==> config.mk <==
export PLATFORM = sky130hd
export DESIGN_NAME = access_tracer_flat
export DESIGN_NICKNAME = d
export VERILOG_FILES = /design/src/design/dmem_pkg.sv /design/src/design/trace_pkg.sv /design/src/design/mem_req_if.sv /design/src/design/access_tracer.sv /design/src/flat_wrapper.sv
export VERILOG_INCLUDE_DIRS = /design/src /design/src/design
export SDC_FILE = /design/constraint.sdc
export NUM_CORES = 1
export LEC_CHECK = 0
export CORE_AREA = 2 2 82 84
export DETAILED_ROUTE_END_ITERATION = 6
export DIE_AREA = 0 0 84 86
export DONT_BUFFER_PORTS = 1
export GPL_ROUTABILITY_DRIVEN = 1
export GPL_TIMING_DRIVEN = 0
export SLEW_MARGIN = 20
export SYNTH_ARGS = -nofsm -noshare
export SYNTH_HDL_FRONTEND = slang
export SYNTH_SLANG_ARGS = --single-unit
==> constraint.sdc <==
create_clock -name clk_i -period 1.8 [get_ports clk_i]
set_clock_uncertainty 0.1 [all_clocks]
set_input_delay 0.18 -clock clk_i [delete_from_list [all_inputs] [get_ports clk_i]]
set_output_delay 0.18 -clock clk_i [all_outputs]
set_load 0.05 [all_outputs]
==> src/design/dmem_tile_macros.svh <==
// Tile data-memory widths and sizes shared by the design and testbench.

`ifndef DMEM_TILE_MACROS_SVH
`define DMEM_TILE_MACROS_SVH

// ========================================
// Data path
// ========================================

// Data word width in bits.
`define DMEM_DATA_W 32

// One mask bit per data byte.
`define DMEM_MASK_W (`DMEM_DATA_W / 8)

// ========================================
// Memory size
// ========================================

`define DMEM_WORDS 256

// Word address; byte addresses carry two more bits.
`define DMEM_ADDR_W 8

`endif

==> src/design/dmem_pkg.sv <==
// Memory access types shared by the port adapters and the crossbar.

`default_nettype none

package dmem_pkg;

  // Crossbar request ports.
  typedef enum logic [0:0] {
    PORT_REMOTE = 1'b0,
    PORT_LOCAL  = 1'b1
  } port_e;

  // Access opcode, store matches a write enable.
  typedef enum logic [0:0] {
    OP_LOAD  = 1'b0,
    OP_STORE = 1'b1
  } mem_op_e;

  // Round robin pick when both ports request.
  function automatic port_e other_port(input port_e p);
    port_e q;
    q = (p == PORT_LOCAL) ? PORT_REMOTE : PORT_LOCAL;
    return q;
  endfunction

endpackage

`default_nettype wire

==> src/design/trace_pkg.sv <==
// Trace record types shared by the access tracer and its consumers.

`default_nettype none

`include "dmem_tile_macros.svh"

package trace_pkg;

  // Record kind, port and direction.
  typedef enum logic [1:0] {
    TRACE_REMOTE_STORE = 2'd0,
    TRACE_REMOTE_LOAD  = 2'd1,
    TRACE_LOCAL_STORE  = 2'd2,
    TRACE_LOCAL_LOAD   = 2'd3
  } trace_kind_e;

  // Byte address and data word of one access.
  typedef struct packed {
    trace_kind_e                kind;
    logic [`DMEM_ADDR_W+1:0]    addr;
    logic [`DMEM_DATA_W-1:0]    data;
  } trace_rec_t;

endpackage

`default_nettype wire

==> src/design/mem_req_if.sv <==
// Single port memory request channel with valid/yumi handshake and load return.

`default_nettype none

`include "dmem_tile_macros.svh"

interface mem_req_if;

  logic                      v;
  dmem_pkg::mem_op_e         op;
  logic [`DMEM_ADDR_W-1:0]   addr;
  logic [`DMEM_DATA_W-1:0]   data;
  logic [`DMEM_MASK_W-1:0]   mask;
  logic                      yumi;
  logic [`DMEM_DATA_W-1:0]   rdata;
  logic                      rdata_v;

  // Requesting adapter.
  modport port (output v, op, addr, data, mask, input yumi, rdata, rdata_v);

  // Arbiter and memory.
  modport xbar (input v, op, addr, data, mask, output yumi, rdata, rdata_v);

  // Passive observer.
  modport monitor (input v, op, addr, data, mask, yumi, rdata, rdata_v);

endinterface

`default_nettype wire

==> src/design/access_tracer.sv <==
// Access tracer emitting one record per granted access, one cycle later.

`default_nettype none

`include "dmem_tile_macros.svh"

module access_tracer (
  input  logic                 clk_i,
  input  logic                 reset_i,
  input  logic                 freeze_i,
  mem_req_if.monitor           remote_req,
  mem_req_if.monitor           local_req,
  output logic                 trace_v_o,
  output trace_pkg::trace_rec_t trace_rec_o
);

  logic                      gnt_v;
  logic                      gnt_local;
  logic                      gnt_load;
  trace_pkg::trace_kind_e    gnt_kind;

  logic                      v_r;
  logic                      load_r;
  dmem_pkg::port_e           port_r;
  trace_pkg::trace_kind_e    kind_r;
  logic [`DMEM_ADDR_W+1:0]   addr_r;
  logic [`DMEM_DATA_W-1:0]   data_r;

  // ========================================
  // Grant cycle capture
  // ========================================

  assign gnt_v     = remote_req.yumi | local_req.yumi;
  assign gnt_local = local_req.yumi;
  assign gnt_load  = gnt_local ? (local_req.op == dmem_pkg::OP_LOAD)
                               : (remote_req.op == dmem_pkg::OP_LOAD);

  always_comb begin
    if (gnt_local) begin
      gnt_kind = gnt_load ? trace_pkg::TRACE_LOCAL_LOAD : trace_pkg::TRACE_LOCAL_STORE;
    end else begin
      gnt_kind = gnt_load ? trace_pkg::TRACE_REMOTE_LOAD : trace_pkg::TRACE_REMOTE_STORE;
    end
  end

  always_ff @(posedge clk_i) begin
    if (reset_i) begin
      v_r <= 1'b0;
    end else begin
      v_r <= gnt_v & ~freeze_i;
    end
  end

  // Payload; byte address rebuilt from the word address.
  always_ff @(posedge clk_i) begin
    if (gnt_v) begin
      load_r <= gnt_load;
      port_r <= gnt_local ? dmem_pkg::PORT_LOCAL : dmem_pkg::PORT_REMOTE;
      kind_r <= gnt_kind;
      addr_r <= {(gnt_local ? local_req.addr : remote_req.addr), 2'b00};
      if (!gnt_load) begin
        data_r <= gnt_local ? local_req.data : remote_req.data;
      end
    end
  end

  // Loads take the word returned this cycle.
  assign trace_v_o        = v_r;
  assign trace_rec_o.kind = kind_r;
  assign trace_rec_o.addr = addr_r;
  assign trace_rec_o.data = !load_r ? data_r :
                            (port_r == dmem_pkg::PORT_LOCAL) ? local_req.rdata
                                                             : remote_req.rdata;

endmodule

`default_nettype wire

==> src/flat_wrapper.sv <==
// flat-port wrapper written by rule: the top's interface ports become plain ports
module access_tracer_flat 
  (clk_i, reset_i, freeze_i, trace_v_o, trace_rec_o, remote_req_v, remote_req_op, remote_req_addr, remote_req_data, remote_req_mask, remote_req_yumi, remote_req_rdata, remote_req_rdata_v, local_req_v, local_req_op, local_req_addr, local_req_data, local_req_mask, local_req_yumi, local_req_rdata, local_req_rdata_v);
  mem_req_if remote_req_i ();
  mem_req_if local_req_i ();
  input  logic clk_i;
  input  logic reset_i;
  input  logic freeze_i;
  output logic trace_v_o;
  output trace_pkg::trace_rec_t trace_rec_o;
  input wire logic [$bits(remote_req_i.v)-1:0] remote_req_v;
  input wire logic [$bits(remote_req_i.op)-1:0] remote_req_op;
  input wire logic [$bits(remote_req_i.addr)-1:0] remote_req_addr;
  input wire logic [$bits(remote_req_i.data)-1:0] remote_req_data;
  input wire logic [$bits(remote_req_i.mask)-1:0] remote_req_mask;
  input wire logic [$bits(remote_req_i.yumi)-1:0] remote_req_yumi;
  input wire logic [$bits(remote_req_i.rdata)-1:0] remote_req_rdata;
  input wire logic [$bits(remote_req_i.rdata_v)-1:0] remote_req_rdata_v;
  input wire logic [$bits(local_req_i.v)-1:0] local_req_v;
  input wire logic [$bits(local_req_i.op)-1:0] local_req_op;
  input wire logic [$bits(local_req_i.addr)-1:0] local_req_addr;
  input wire logic [$bits(local_req_i.data)-1:0] local_req_data;
  input wire logic [$bits(local_req_i.mask)-1:0] local_req_mask;
  input wire logic [$bits(local_req_i.yumi)-1:0] local_req_yumi;
  input wire logic [$bits(local_req_i.rdata)-1:0] local_req_rdata;
  input wire logic [$bits(local_req_i.rdata_v)-1:0] local_req_rdata_v;
  assign remote_req_i.v = remote_req_v;
  assign remote_req_i.op = remote_req_op;
  assign remote_req_i.addr = remote_req_addr;
  assign remote_req_i.data = remote_req_data;
  assign remote_req_i.mask = remote_req_mask;
  assign remote_req_i.yumi = remote_req_yumi;
  assign remote_req_i.rdata = remote_req_rdata;
  assign remote_req_i.rdata_v = remote_req_rdata_v;
  assign local_req_i.v = local_req_v;
  assign local_req_i.op = local_req_op;
  assign local_req_i.addr = local_req_addr;
  assign local_req_i.data = local_req_data;
  assign local_req_i.mask = local_req_mask;
  assign local_req_i.yumi = local_req_yumi;
  assign local_req_i.rdata = local_req_rdata;
  assign local_req_i.rdata_v = local_req_rdata_v;
  access_tracer u_core (.clk_i(clk_i), .reset_i(reset_i), .freeze_i(freeze_i), .remote_req(remote_req_i), .local_req(local_req_i), .trace_v_o(trace_v_o), .trace_rec_o(trace_rec_o));
endmodule
**Yosys cells after proc, flatten, opt, wreduce, memory -nomap -nowiden**

Cells that the tools add are included.

- Register bits after elaboration: 45
- Output and inout port bits: 45
- Bits of input ports: 163
- Word-level logic and storage cells: 22

- Mux-type cells: 9
- Bitwise logic cells: 6
- Reduce and logical (&&, ||, !) cells: 1

Operators by type and width:

| operator | number |
|---|---|
| 2-to-1 mux 32 bit | 3 |
| 2-to-1 mux 8 bit | 1 |
| 2-to-1 mux 1 bit | 4 |
| NOT 1 bit | 4 |
| 2-to-1 mux 2 bit | 1 |
| AND reduction 2 bit | 1 |
| bitwise AND 1 bit | 1 |
| bitwise OR 1 bit | 1 |

**Longest topological paths before layout**

Gate-level depths: netlist of the first run.

- Depth in word-level cells: 4
- Depth in mapped cells: 4
- Gate-level depth less buffers: 2

**Least setup slack after synthesis of the first run**

OpenSTA, ideal clock, no wires.

- Path kind: reg-to-output
- Start: reg, netlist name u_core.kind_r[1]
- End: out trace_rec_o[10] (netlist bit)
- Buffers on the path: 2
- Slack: -0.052 ns
- Arrival time: 1.572 ns
- Stages on the path, launching flop included: 5
- Required time: 1.520 ns
- Path through: edfxtp_1 -> buf_6 -> buf_12 -> mux2i_1 -> a21oi_1

RTL lines:

| element | line | text |
|---|---|---|
| to (decl) | flat_wrapper.sv:10 | `output trace_pkg::trace_rec_t trace_rec_o;` |

==> results_dict.tcl, run 1 <==
set metrics [dict create \
    critical-path-slowest-cell "a21oi_2" \
    syn2layout_area_growth_pct 50.4 \
    post_route_cells_drive_above_1_share 0.383 \
    placer_s_final_routability_congestion_estimate 0.756 \
    post_synth_main_area_contributors "edfxtp_1 47%, mux2_4 21%, mux2i_1 12%" \
    initial_core_util 0.431 \
    unrepaired_setup_endpoints_after_global_routing "yes" \
    fill_cells 459 \
    finalHoldViolCount 0 \
    global_route.usage.total 0.204 \
    synth_seq_cells 43 \
    netSwitchingFraction 0.376 \
    p_comb_frac 0.392 \
    yosysSeqAreaShare 0.474 \
    setup_violations 32 \
    asyncSetResetFlopFracSynth 0 \
    vias_per_cell 5.41 \
    largest_net_degree_at_the_start_of_global_routing 33 \
    die_x_um 84 \
    n_antenna_cell 0 \
    grt-ovfl-total 0 \
    seq_area_mm2 0.00128 \
    clock_power_share 0.219 \
    number_of_enable_flip_flop_cells_after_synthesis 42 \
    dp_hpwl_um 5080 \
    layout.nets 449 \
    layout_min_cycle_time_ns 1.90 \
    clock_slew_at_the_register_clock_pins_of_the_worst_setup_and_hold_paths_ns 0.08 \
    finalMaxSlewViolations 0 \
    post_synth_instance_area_mm2 0.00271 \
    clock-sinks 43 \
    fin_crit_sh 1.05 \
    cts_max_level 2 \
    ys.flop_type "edfxtp_1" \
    multi_input_area_mm2 0.00162 \
    postRouteWirelength_um 7800 \
    placed_cells 283 \
    timing.critical_path.from "u_core.kind_r[0]" \
    fmax_ghz 0.527 \
    yosys.area.top_type "edfxtp_1" \
    power.net_switching_uw 1290 \
    p_per_area_mw_per_mm2 845 \
    die-height_um 86 \
    routedWlPerCell_um 21.4 \
    library_cell_used_as_clock_root_buffer "clkbuf_8" \
    avgSynthCellArea_um2 13.2 \
    drv_cap 0 \
    crit_chain "buf_4 -> buf_4 -> a21oi_2" \
    hold_class "input port to register" \
    antenna_found_initial 0 \
    design.die.area_mm2 0.00722 \
    first_global_vias 2178 \
    drt-pass1-iter-count 4 \
    post_synth_most_frequent_cells "42 x edfxtp_1, 38 x mux2_4, 33 x a21oi_1, 32 x mux2i_1, 32 x nor2_1" \
    crit_path_start_kind "register" \
    internal_power_uw 2140 \
    ys_warn_count 0 \
    max_slew.worst_pin.slew_ns 0.773 \
    num_rows 29 \
    critPathMaxStageDelay_ns 0.54 \
    syn_inst 205 \
    wire_length_of_the_first_global_routing_pass_um 11200 \
    static_power_due_to_leakage_uw 0.00159 \
    max-slew-margin-rel 0.485 \
    setup.worst_path.end_class "output port" \
    cts-buffers-inserted 5 \
    holdCritStartpoint "local_req_data[15]" \
    io_pins 208 \
    drc 0 \
    port_buffer_count 0 \
    yosysMostFrequentCell "edfxtp_1" \
    detail-route-antenna-nets 0 \
    power.ir.vdd_worst_mv 0.579 \
    critPathMostFrequentCell "buf_4" \
    crit_type "register to output port" \
    violations "setup timing" \
    critical_path.top_delay_family "compound AO/OA/AOI/OAI gates" \
    critPathArrivalTime_ns 1.62 \
    clk_path_buf_depth 2 \
    core_area_mm2 0.00628 \
    tritoncts "done" \
    worstPathMaxFanout 10 \
    vias 1971 \
    run_status "finished, violations left" \
    place_worst_setup_slack_ns -0.124 \
    seqPwrFrac 0.388 \
    post_synth_num_cell_types 16 \
    required_ns 1.52 \
    final_critical_path_setup_slack_ns -0.0989 \
    drt_iter0_markers 44 \
    stdcell_count 364 \
    critical_path_buf_inv_count 2 \
    synth.top_cell.area_share 0.466 \
]
power by group through the flow:
stage                     combinational [µW]  clock, µW  sequential (µW)
after floorplan                          927          0             1340
after global placement                  1000          0             1360
after detailed placement                1020          0             1350
after CTS                               1300        774             1330
after global routing                    1400        811             1350
final                                   1350        754             1340
routing by layer:
| layer | vias to the layer above | wire, µm | share of wire | global-route usage |
|---|---|---|---|---|
| met5 | - | 0 | 0 | 0 |
| li1 | 907 | - | - | - |
| met3 | 14 | 593 | 0.076 | 0.0645 |
| met1 | 942 | 2710 | 0.35 | 0.211 |
| met2 | 108 | 4350 | 0.56 | 0.394 |
| met4 | 0 | 158 | 0.020 | 0.0601 |
area by class of cell:
| type | instances | share of cell area |
|---|---|---|
| flip-flops and latches | 43 | 0.315 |
| well taps | 77 | 0.0237 |
| multi-input cells | 143 | 0.397 |
| plain buffers | 20 | 0.0501 |
| clock inverters | 2 | 0.00923 |
| clock buffers | 6 | 0.0178 |
| repair buffers | 73 | 0.187 |
stage by stage:
| stage | area (µm²) | setup TNS, ns | power, µW | util | hold slack, ns |
|---|---|---|---|---|---|
| 2_1_floorplan | 2820 | 0 | 2270 | - | 0.155 |
| 3_3_place_gp | 2920 | -10.73 | 2350 | 0.465 | 0.156 |
| 3_5_place_dp | 2920 | -0.243 | 2370 | 0.465 | 0.161 |
| 4_1_cts | 3910 | -2.19 | 3410 | 0.622 | 0.000162 |
| 5_1_grt | 4070 | -4.11 | 3560 | 0.648 | 0.000217 |
| 6_report | 4070 | -2.28 | 3440 | 0.648 | 0.0112 |
flip-flops by register name, indices dropped and copies added (netlist names):
name and cells:
u_core.data_r 32, u_core.kind_r 2, u_core.addr_r 8, u_core.trace_v_o 1
placed cells by master, fill, tap and decap left out, drive strengths merged:
| cell | netlist | layout |
|---|---|---|
| a21oi | 33 | 33 |
| a22o | 1 | 1 |
| buf | 20 | 22 |
| bufinv | 0 | 1 |
| clkbuf | 0 | 7 |
| clkinvlp | 0 | 1 |
| conb | 1 | 2 |
| dfxtp | 1 | 1 |
| dlygate4sd3 | 0 | 70 |
| edfxtp | 42 | 42 |
| mux2 | 40 | 40 |
| mux2i | 32 | 32 |
| nor2 | 32 | 32 |
| nor2b | 1 | 1 |
| nor3b | 1 | 1 |
| or2 | 1 | 1 |
logic make-up (layout without fill, tap and decap cells):
logic type	count (synthesis)	in the layout	synth area share
muxes	72	72	0.338
DFF	43	43	0.474
and+or+nand+nor	35	35	0.0518
AOI/OAI and AO/OA	34	34	0.0643
buffers and inverters	20	101	0.0712
other	1	2	0.00139
path summary, 6_finish.rpt:
path,endpoint,slack [ns],cells after the start
worst max-delay path,trace_rec_o[31],-0.1,3
worst min-delay path,u_core.data_r[15],0.01,1
what timing repair did:
item | 4_1_cts | 5_1_grt
cloned | 1 | 1
endpoints found under the hold margin | 31 | 7
gates resized for setup | 42 | 3
hold buffers | 58 | 12
pin swaps | 11 | 4
endpoints found under the setup margin | 32 | 32
buffers inserted | 1 | 0
Power figures use the tool's default switching activity.
==> inputs of run 2 (changes only) <==
Settings changed: CORE_AREA 2 2 82 84 to 2 2 81 83, DIE_AREA 0 0 84 86 to 0 0 83 85.
==> run 2 against run 1 <==
  * The run still ends with setup timing left
  * Via count down 0.51%
  * Clock-buffer cell count did not move
  * Sequential cell count stayed put
  * Total power is 0.26% lower
  * Maximum frequency is essentially flat
  * Critical path depth grew 1
  * Sequential power about the same
  * Combinational power barely moved
  * Critical endpoint is now trace_rec_o[7]
  * Largest power group unchanged
  * Highest routed layer unchanged
==> results_dict.tcl, run 2 (synthesis gave the netlist of run 1 again) <==
set metrics [dict create \
    static_power_due_to_leakage_uw 0.00156 \
    power.ir.vdd_worst_mv 0.619 \
    post_route_cells_drive_above_1_share 0.413 \
    setup.worst_path.end_class "output port" \
    drc 0 \
    clock_slew_at_the_register_clock_pins_of_the_worst_setup_and_hold_paths_ns 0.08 \
    p_comb_frac 0.393 \
    routedWlPerCell_um 20.1 \
    crit_type "register to output port" \
    syn2layout_area_growth_pct 49.7 \
    core_area_mm2 0.00620 \
    first_global_vias 2117 \
    hold_class "input port to register" \
    fill_cells 467 \
    fin_crit_sh 1.06 \
    postRouteWirelength_um 7220 \
    global_route.usage.total 0.191 \
    design.die.area_mm2 0.00706 \
    power.net_switching_uw 1280 \
    p_per_area_mw_per_mm2 847 \
    holdCritStartpoint "local_req_data[16]" \
    largest_net_degree_at_the_start_of_global_routing 33 \
    max_flop_register "u_core.data_r" \
    cts-buffers-inserted 5 \
    finalHoldViolCount 0 \
    post_dp_cell_area_mm2 0.00292 \
    vias 1961 \
    dp_hpwl_um 4790 \
    clock-sinks 43 \
    antenna_found_initial 0 \
    crit_path_start_kind "register" \
    layout.nets 445 \
    critical-path-slowest-cell "edfxtp_1" \
    violations "setup timing" \
    tritoncts "done" \
    largest_reg_flops 32 \
    n_antenna_cell 0 \
    critPathArrivalTime_ns 1.62 \
    drv_cap 0 \
    library_cell_used_as_clock_root_buffer "clkbuf_8" \
    totalNegativeSetupSlack_ns -1.85 \
    seqPwrFrac 0.389 \
    drt-pass1-iter-count 4 \
    worstPathMaxFanout 10 \
    biggestRegsByFlops "u_core.data_r (32), u_core.addr_r (8), u_core.kind_r (2)" \
    layout.cells.most_common "dlygate4sd3_1" \
    die-height_um 85 \
    initial_core_util 0.436 \
    netSwitchingFraction 0.374 \
    timing.critical_path.from "u_core.kind_r[1]" \
    final_cell_mix "66 x dlygate4sd3_1, 42 x edfxtp_1, 38 x mux2_4, 32 x nor2_1, 30 x a21oi_4" \
    placer_s_final_routability_congestion_estimate 0.767 \
    grt-ovfl-total 0 \
    port_buffer_count 0 \
    layout_min_cycle_time_ns 1.90 \
    run_status "finished, violations left" \
    setup_violations 32 \
    finalMaxSlewViolations 0 \
    clk_path_buf_depth 2 \
    detail-route-antenna-nets 0 \
    max-slew-margin-rel 0.499 \
    clock_power_share 0.218 \
    drt_iter0_markers 50 \
    internal_power_uw 2150 \
    die_x_um 83 \
    critPathMaxStageDelay_ns 0.43 \
    fmax_ghz 0.526 \
    crit_chain "buf_8 -> buf_12 -> mux2i_1 -> a21oi_4" \
    required_ns 1.52 \
    unrepaired_setup_endpoints_after_global_routing "yes" \
    final_area_mm2 0.00405 \
    wire_length_of_the_first_global_routing_pass_um 10600 \
    cts_max_level 2 \
    vias_per_cell 5.45 \
    io_pins 208 \
    final_critical_path_setup_slack_ns -0.0997 \
    num_rows 29 \
    max_slew.worst_pin.slew_ns 0.751 \
]
==> run 2: repair_timing <==
action                                 in CTS  in global routing
endpoints found under the hold margin      22                 12
gates resized for setup                    43                  9
setup buffers                               1                  0
gates cloned                                1                  1
setup endpoints to repair                  32                 32
pin swaps                                  11                  8
hold buffers                               42                 24
==> run 2: critical path, delay by kind of cell, from the launching register on <==
| kind | cells | cell delay (ns) |
|---|---|---|
| multiplexers | 1 | 0.17 |
| flip-flops | 1 | 0.43 |
| buffers and inverters | 2 | 0.33 |
| AO/OA/AOI/OAI | 1 | 0.39 |
==> run 2: stage by stage <==
step	setup slack (ns)	utilization	total power [µW]	std cells	hold slack (ns)
2_1_floorplan	0.0312	-	2270	206	0.155
3_3_place_gp	-0.309	0.470	2350	283	0.156
3_5_place_dp	-0.0868	0.470	2370	283	0.168
4_1_cts	-0.107	0.605	3360	335	0.000141
5_1_grt	-0.155	0.653	3560	360	0.000101
6_report	-0.0997	0.653	3430	360	0.0116
==> run 2: per-layer routing <==
metal,routed length [µm],track usage
met2,4090,0.363
met5,0,0
met4,91,0.0492
met3,591,0.0671
met1,2440,0.201
==> run 2: power groups by stage <==
stage	clock network (µW)	registers (µW)	logic [µW]
after floorplan	0	1340	927
after global placement	0	1360	996
after detailed placement	0	1360	1010
after CTS	760	1340	1270
after global routing	801	1350	1410
final	746	1340	1350
==> run 2: final cells by class <==
class	count	area, µm²	area share
plain buffers	20	206	0.0510
clock buffers	6	72.6	0.0179
clock inverters	2	37.5	0.00927
multi-input cells	143	1630	0.404
flip-flops and latches	43	1280	0.316
well taps	77	96.3	0.0238
repair buffers	69	721	0.178
==> run 2: path summary, 6_finish.rpt <==
| kind | end | slack, ns | cells past startpoint |
|---|---|---|---|
| worst min-delay path | u_core.data_r[16] | 0.01 | 1 |
| worst max-delay path | trace_rec_o[7] | -0.1 | 4 |
==> inputs of run 3 (changes only) <==
Settings changed: PLACE_DENSITY_LB_ADDON set to 0.15.
==> run 3 against run 2 <==
  * Combinational power hardly changed
  * Worst setup slack better by 0.0078 ns
  * Critical path type unchanged
  * Global-route usage is 0.37 points higher
  * Hold slack better by 0.0043 ns
  * Clock power is 21% lower
  * Sequential power hardly changed
  * Total power is 3.8% lower
  * Sequential share of layout area is 0.71 points lower
  * Utilization is 1.5 points higher
  * Non-clock buffer count is 11 higher
  * Largest power group unchanged
  * The flow still finishes with violations (setup timing)
==> results_dict.tcl, run 3 (synthesis gave the netlist of run 1 again) <==
set metrics [dict create \
    finalHoldViolCount 0 \
    library_cell_used_as_clock_root_buffer "clkbuf_8" \
    io_pins 208 \
    crit_type "register to output port" \
    layout_min_cycle_time_ns 1.89 \
    drv_cap 0 \
    max_slew.worst_pin.slew_ns 0.753 \
    endpoint_of_the_worst_hold_timing_path "u_core.data_r[31]" \
    critPathArrivalTime_ns 1.61 \
    required_ns 1.52 \
    die-height_um 85 \
    totalNegativeSetupSlack_ns -1.89 \
    global_route.usage.total 0.195 \
    post_route_cells_drive_above_1_share 0.395 \
    num_rows 29 \
    grt-ovfl-total 0 \
    crit_path_start_kind "register" \
    antenna_found_initial 0 \
    biggestRegsByFlops "u_core.data_r (32), u_core.addr_r (8), u_core.kind_r (2)" \
    n_antenna_cell 0 \
    layout.nets 456 \
    die_x_um 83 \
    core_area_mm2 0.00620 \
    vias 1998 \
    cts-buffers-inserted 5 \
    port_buffer_count 0 \
    final_worst_hold_slack_ns 0.0159 \
    final_critical_path_setup_slack_ns -0.0918 \
    fmax_ghz 0.529 \
    dp_hpwl_um 4830 \
    max_flop_register "u_core.data_r" \
    p_per_area_mw_per_mm2 797 \
    run_status "finished, violations left" \
    cts_max_level 2 \
    holdCritStartpoint "local_req_data[31]" \
    fill_cells 444 \
    placer_s_final_routability_congestion_estimate 0.791 \
    hold_class "input port to register" \
    tritoncts "done" \
    static_power_due_to_leakage_uw 0.00160 \
    syn2layout_area_growth_pct 53.1 \
    drc 0 \
    multi_input_area_mm2 0.00163 \
    cts_setup_buffers 0 \
    violations "setup timing" \
    design.die.area_mm2 0.00706 \
    final_cell_mix "78 x dlygate4sd3_1, 42 x edfxtp_1, 38 x mux2_4, 32 x nor2_1, 30 x a21oi_4" \
    drt-pass1-iter-count 4 \
    largest_reg_flops 32 \
    worstPathMaxFanout 7 \
    power.ir.vdd_worst_mv 0.550 \
    clock_slew_at_the_register_clock_pins_of_the_worst_setup_and_hold_paths_ns 0.08 \
    detail-route-antenna-nets 0 \
    largest_net_degree_at_the_start_of_global_routing 33 \
    unrepaired_setup_endpoints_after_global_routing "yes" \
    finalMaxSlewViolations 0 \
    clk_path_buf_depth 2 \
    first_global_vias 2068 \
    initial_core_util 0.436 \
    fin_crit_sh 1.05 \
    routedWlPerCell_um 19.7 \
    vias_per_cell 5.39 \
    drt_iter0_markers 42 \
    layout.cells.most_common "dlygate4sd3_1" \
    postRouteWirelength_um 7310 \
    max-slew-margin-rel 0.498 \
    wire_length_of_the_first_global_routing_pass_um 10600 \
    setup.worst_path.end_class "output port" \
    seq_area_mm2 0.00128 \
    clock-sinks 43 \
    setup_violations 32 \
    hold_path_depth 1 \
]
run 3: timing repair:
| action | in CTS | in global routing |
|---|---|---|
| gates resized for setup | 41 | 15 |
| cloned | 1 | 1 |
| pin swaps | 9 | 16 |
| hold endpoints to repair | 26 | 14 |
| setup endpoints to repair | 32 | 32 |
| hold buffers | 50 | 28 |
run 3: layout make-up:
class	instances	area share
Multi-Input combinational cell	143	0.395
Clock buffer	6	0.0175
Tap cell	77	0.0233
Clock inverter	2	0.00302
Buffer	20	0.0511
Timing Repair Buffer	80	0.201
Sequential cell	43	0.309
run 3: per-stage QoR:
step                      total power (µW)  std cells  instance area (µm²)  setup slack, ns   util
after CTS                             3230        342                 3790           -0.101  0.611
after detailed placement              2370        283                 2920          -0.0756  0.470
after global routing                  3440        371                 4140           -0.148  0.667
final                                 3300        371                 4140          -0.0918  0.667
after floorplan                       2270        206                 2820           0.0312      -
after global placement                2350        283                 2920           -0.306  0.470
run 3: routing by layer:
metal  vias up  GRT usage  part of all wire
met5         -          0                 0
met4         0     0.0656             0.014
met1       959      0.186              0.34
met3         8     0.0798             0.081
li1        920          -                 -
met2       111      0.376              0.57
run 3: how the worst max path moves through the flow:
stage | start | endpoint | cells after the start
2_1_floorplan | local_req_yumi | u_core.data_r[0] | 3
3_3_place_gp | local_req_yumi | u_core.data_r[13] | 3
3_5_place_dp | u_core.kind_r[0] | trace_rec_o[0] | 3
4_1_cts | u_core.kind_r[0] | trace_rec_o[0] | 3
5_1_grt | u_core.kind_r[0] | trace_rec_o[31] | 3
6_report | u_core.kind_r[1] | trace_rec_o[21] | 4
run 3: worst max-delay path, cell delays in order, from the launching register on:
cell and delay [ns]:
edfxtp_1 0.44, buf_8 0.19, buf_12 0.14, mux2i_1 0.16, a21oi_4 0.40
run 3: report_power, final:
group | switching [µW] | total (µW) | internal, µW | leakage (µW)
clock network | 322 | 593 | 271 | 0.0000412
logic | 840 | 1370 | 530 | 0.00114
registers | 112 | 1340 | 1220 | 0.000415
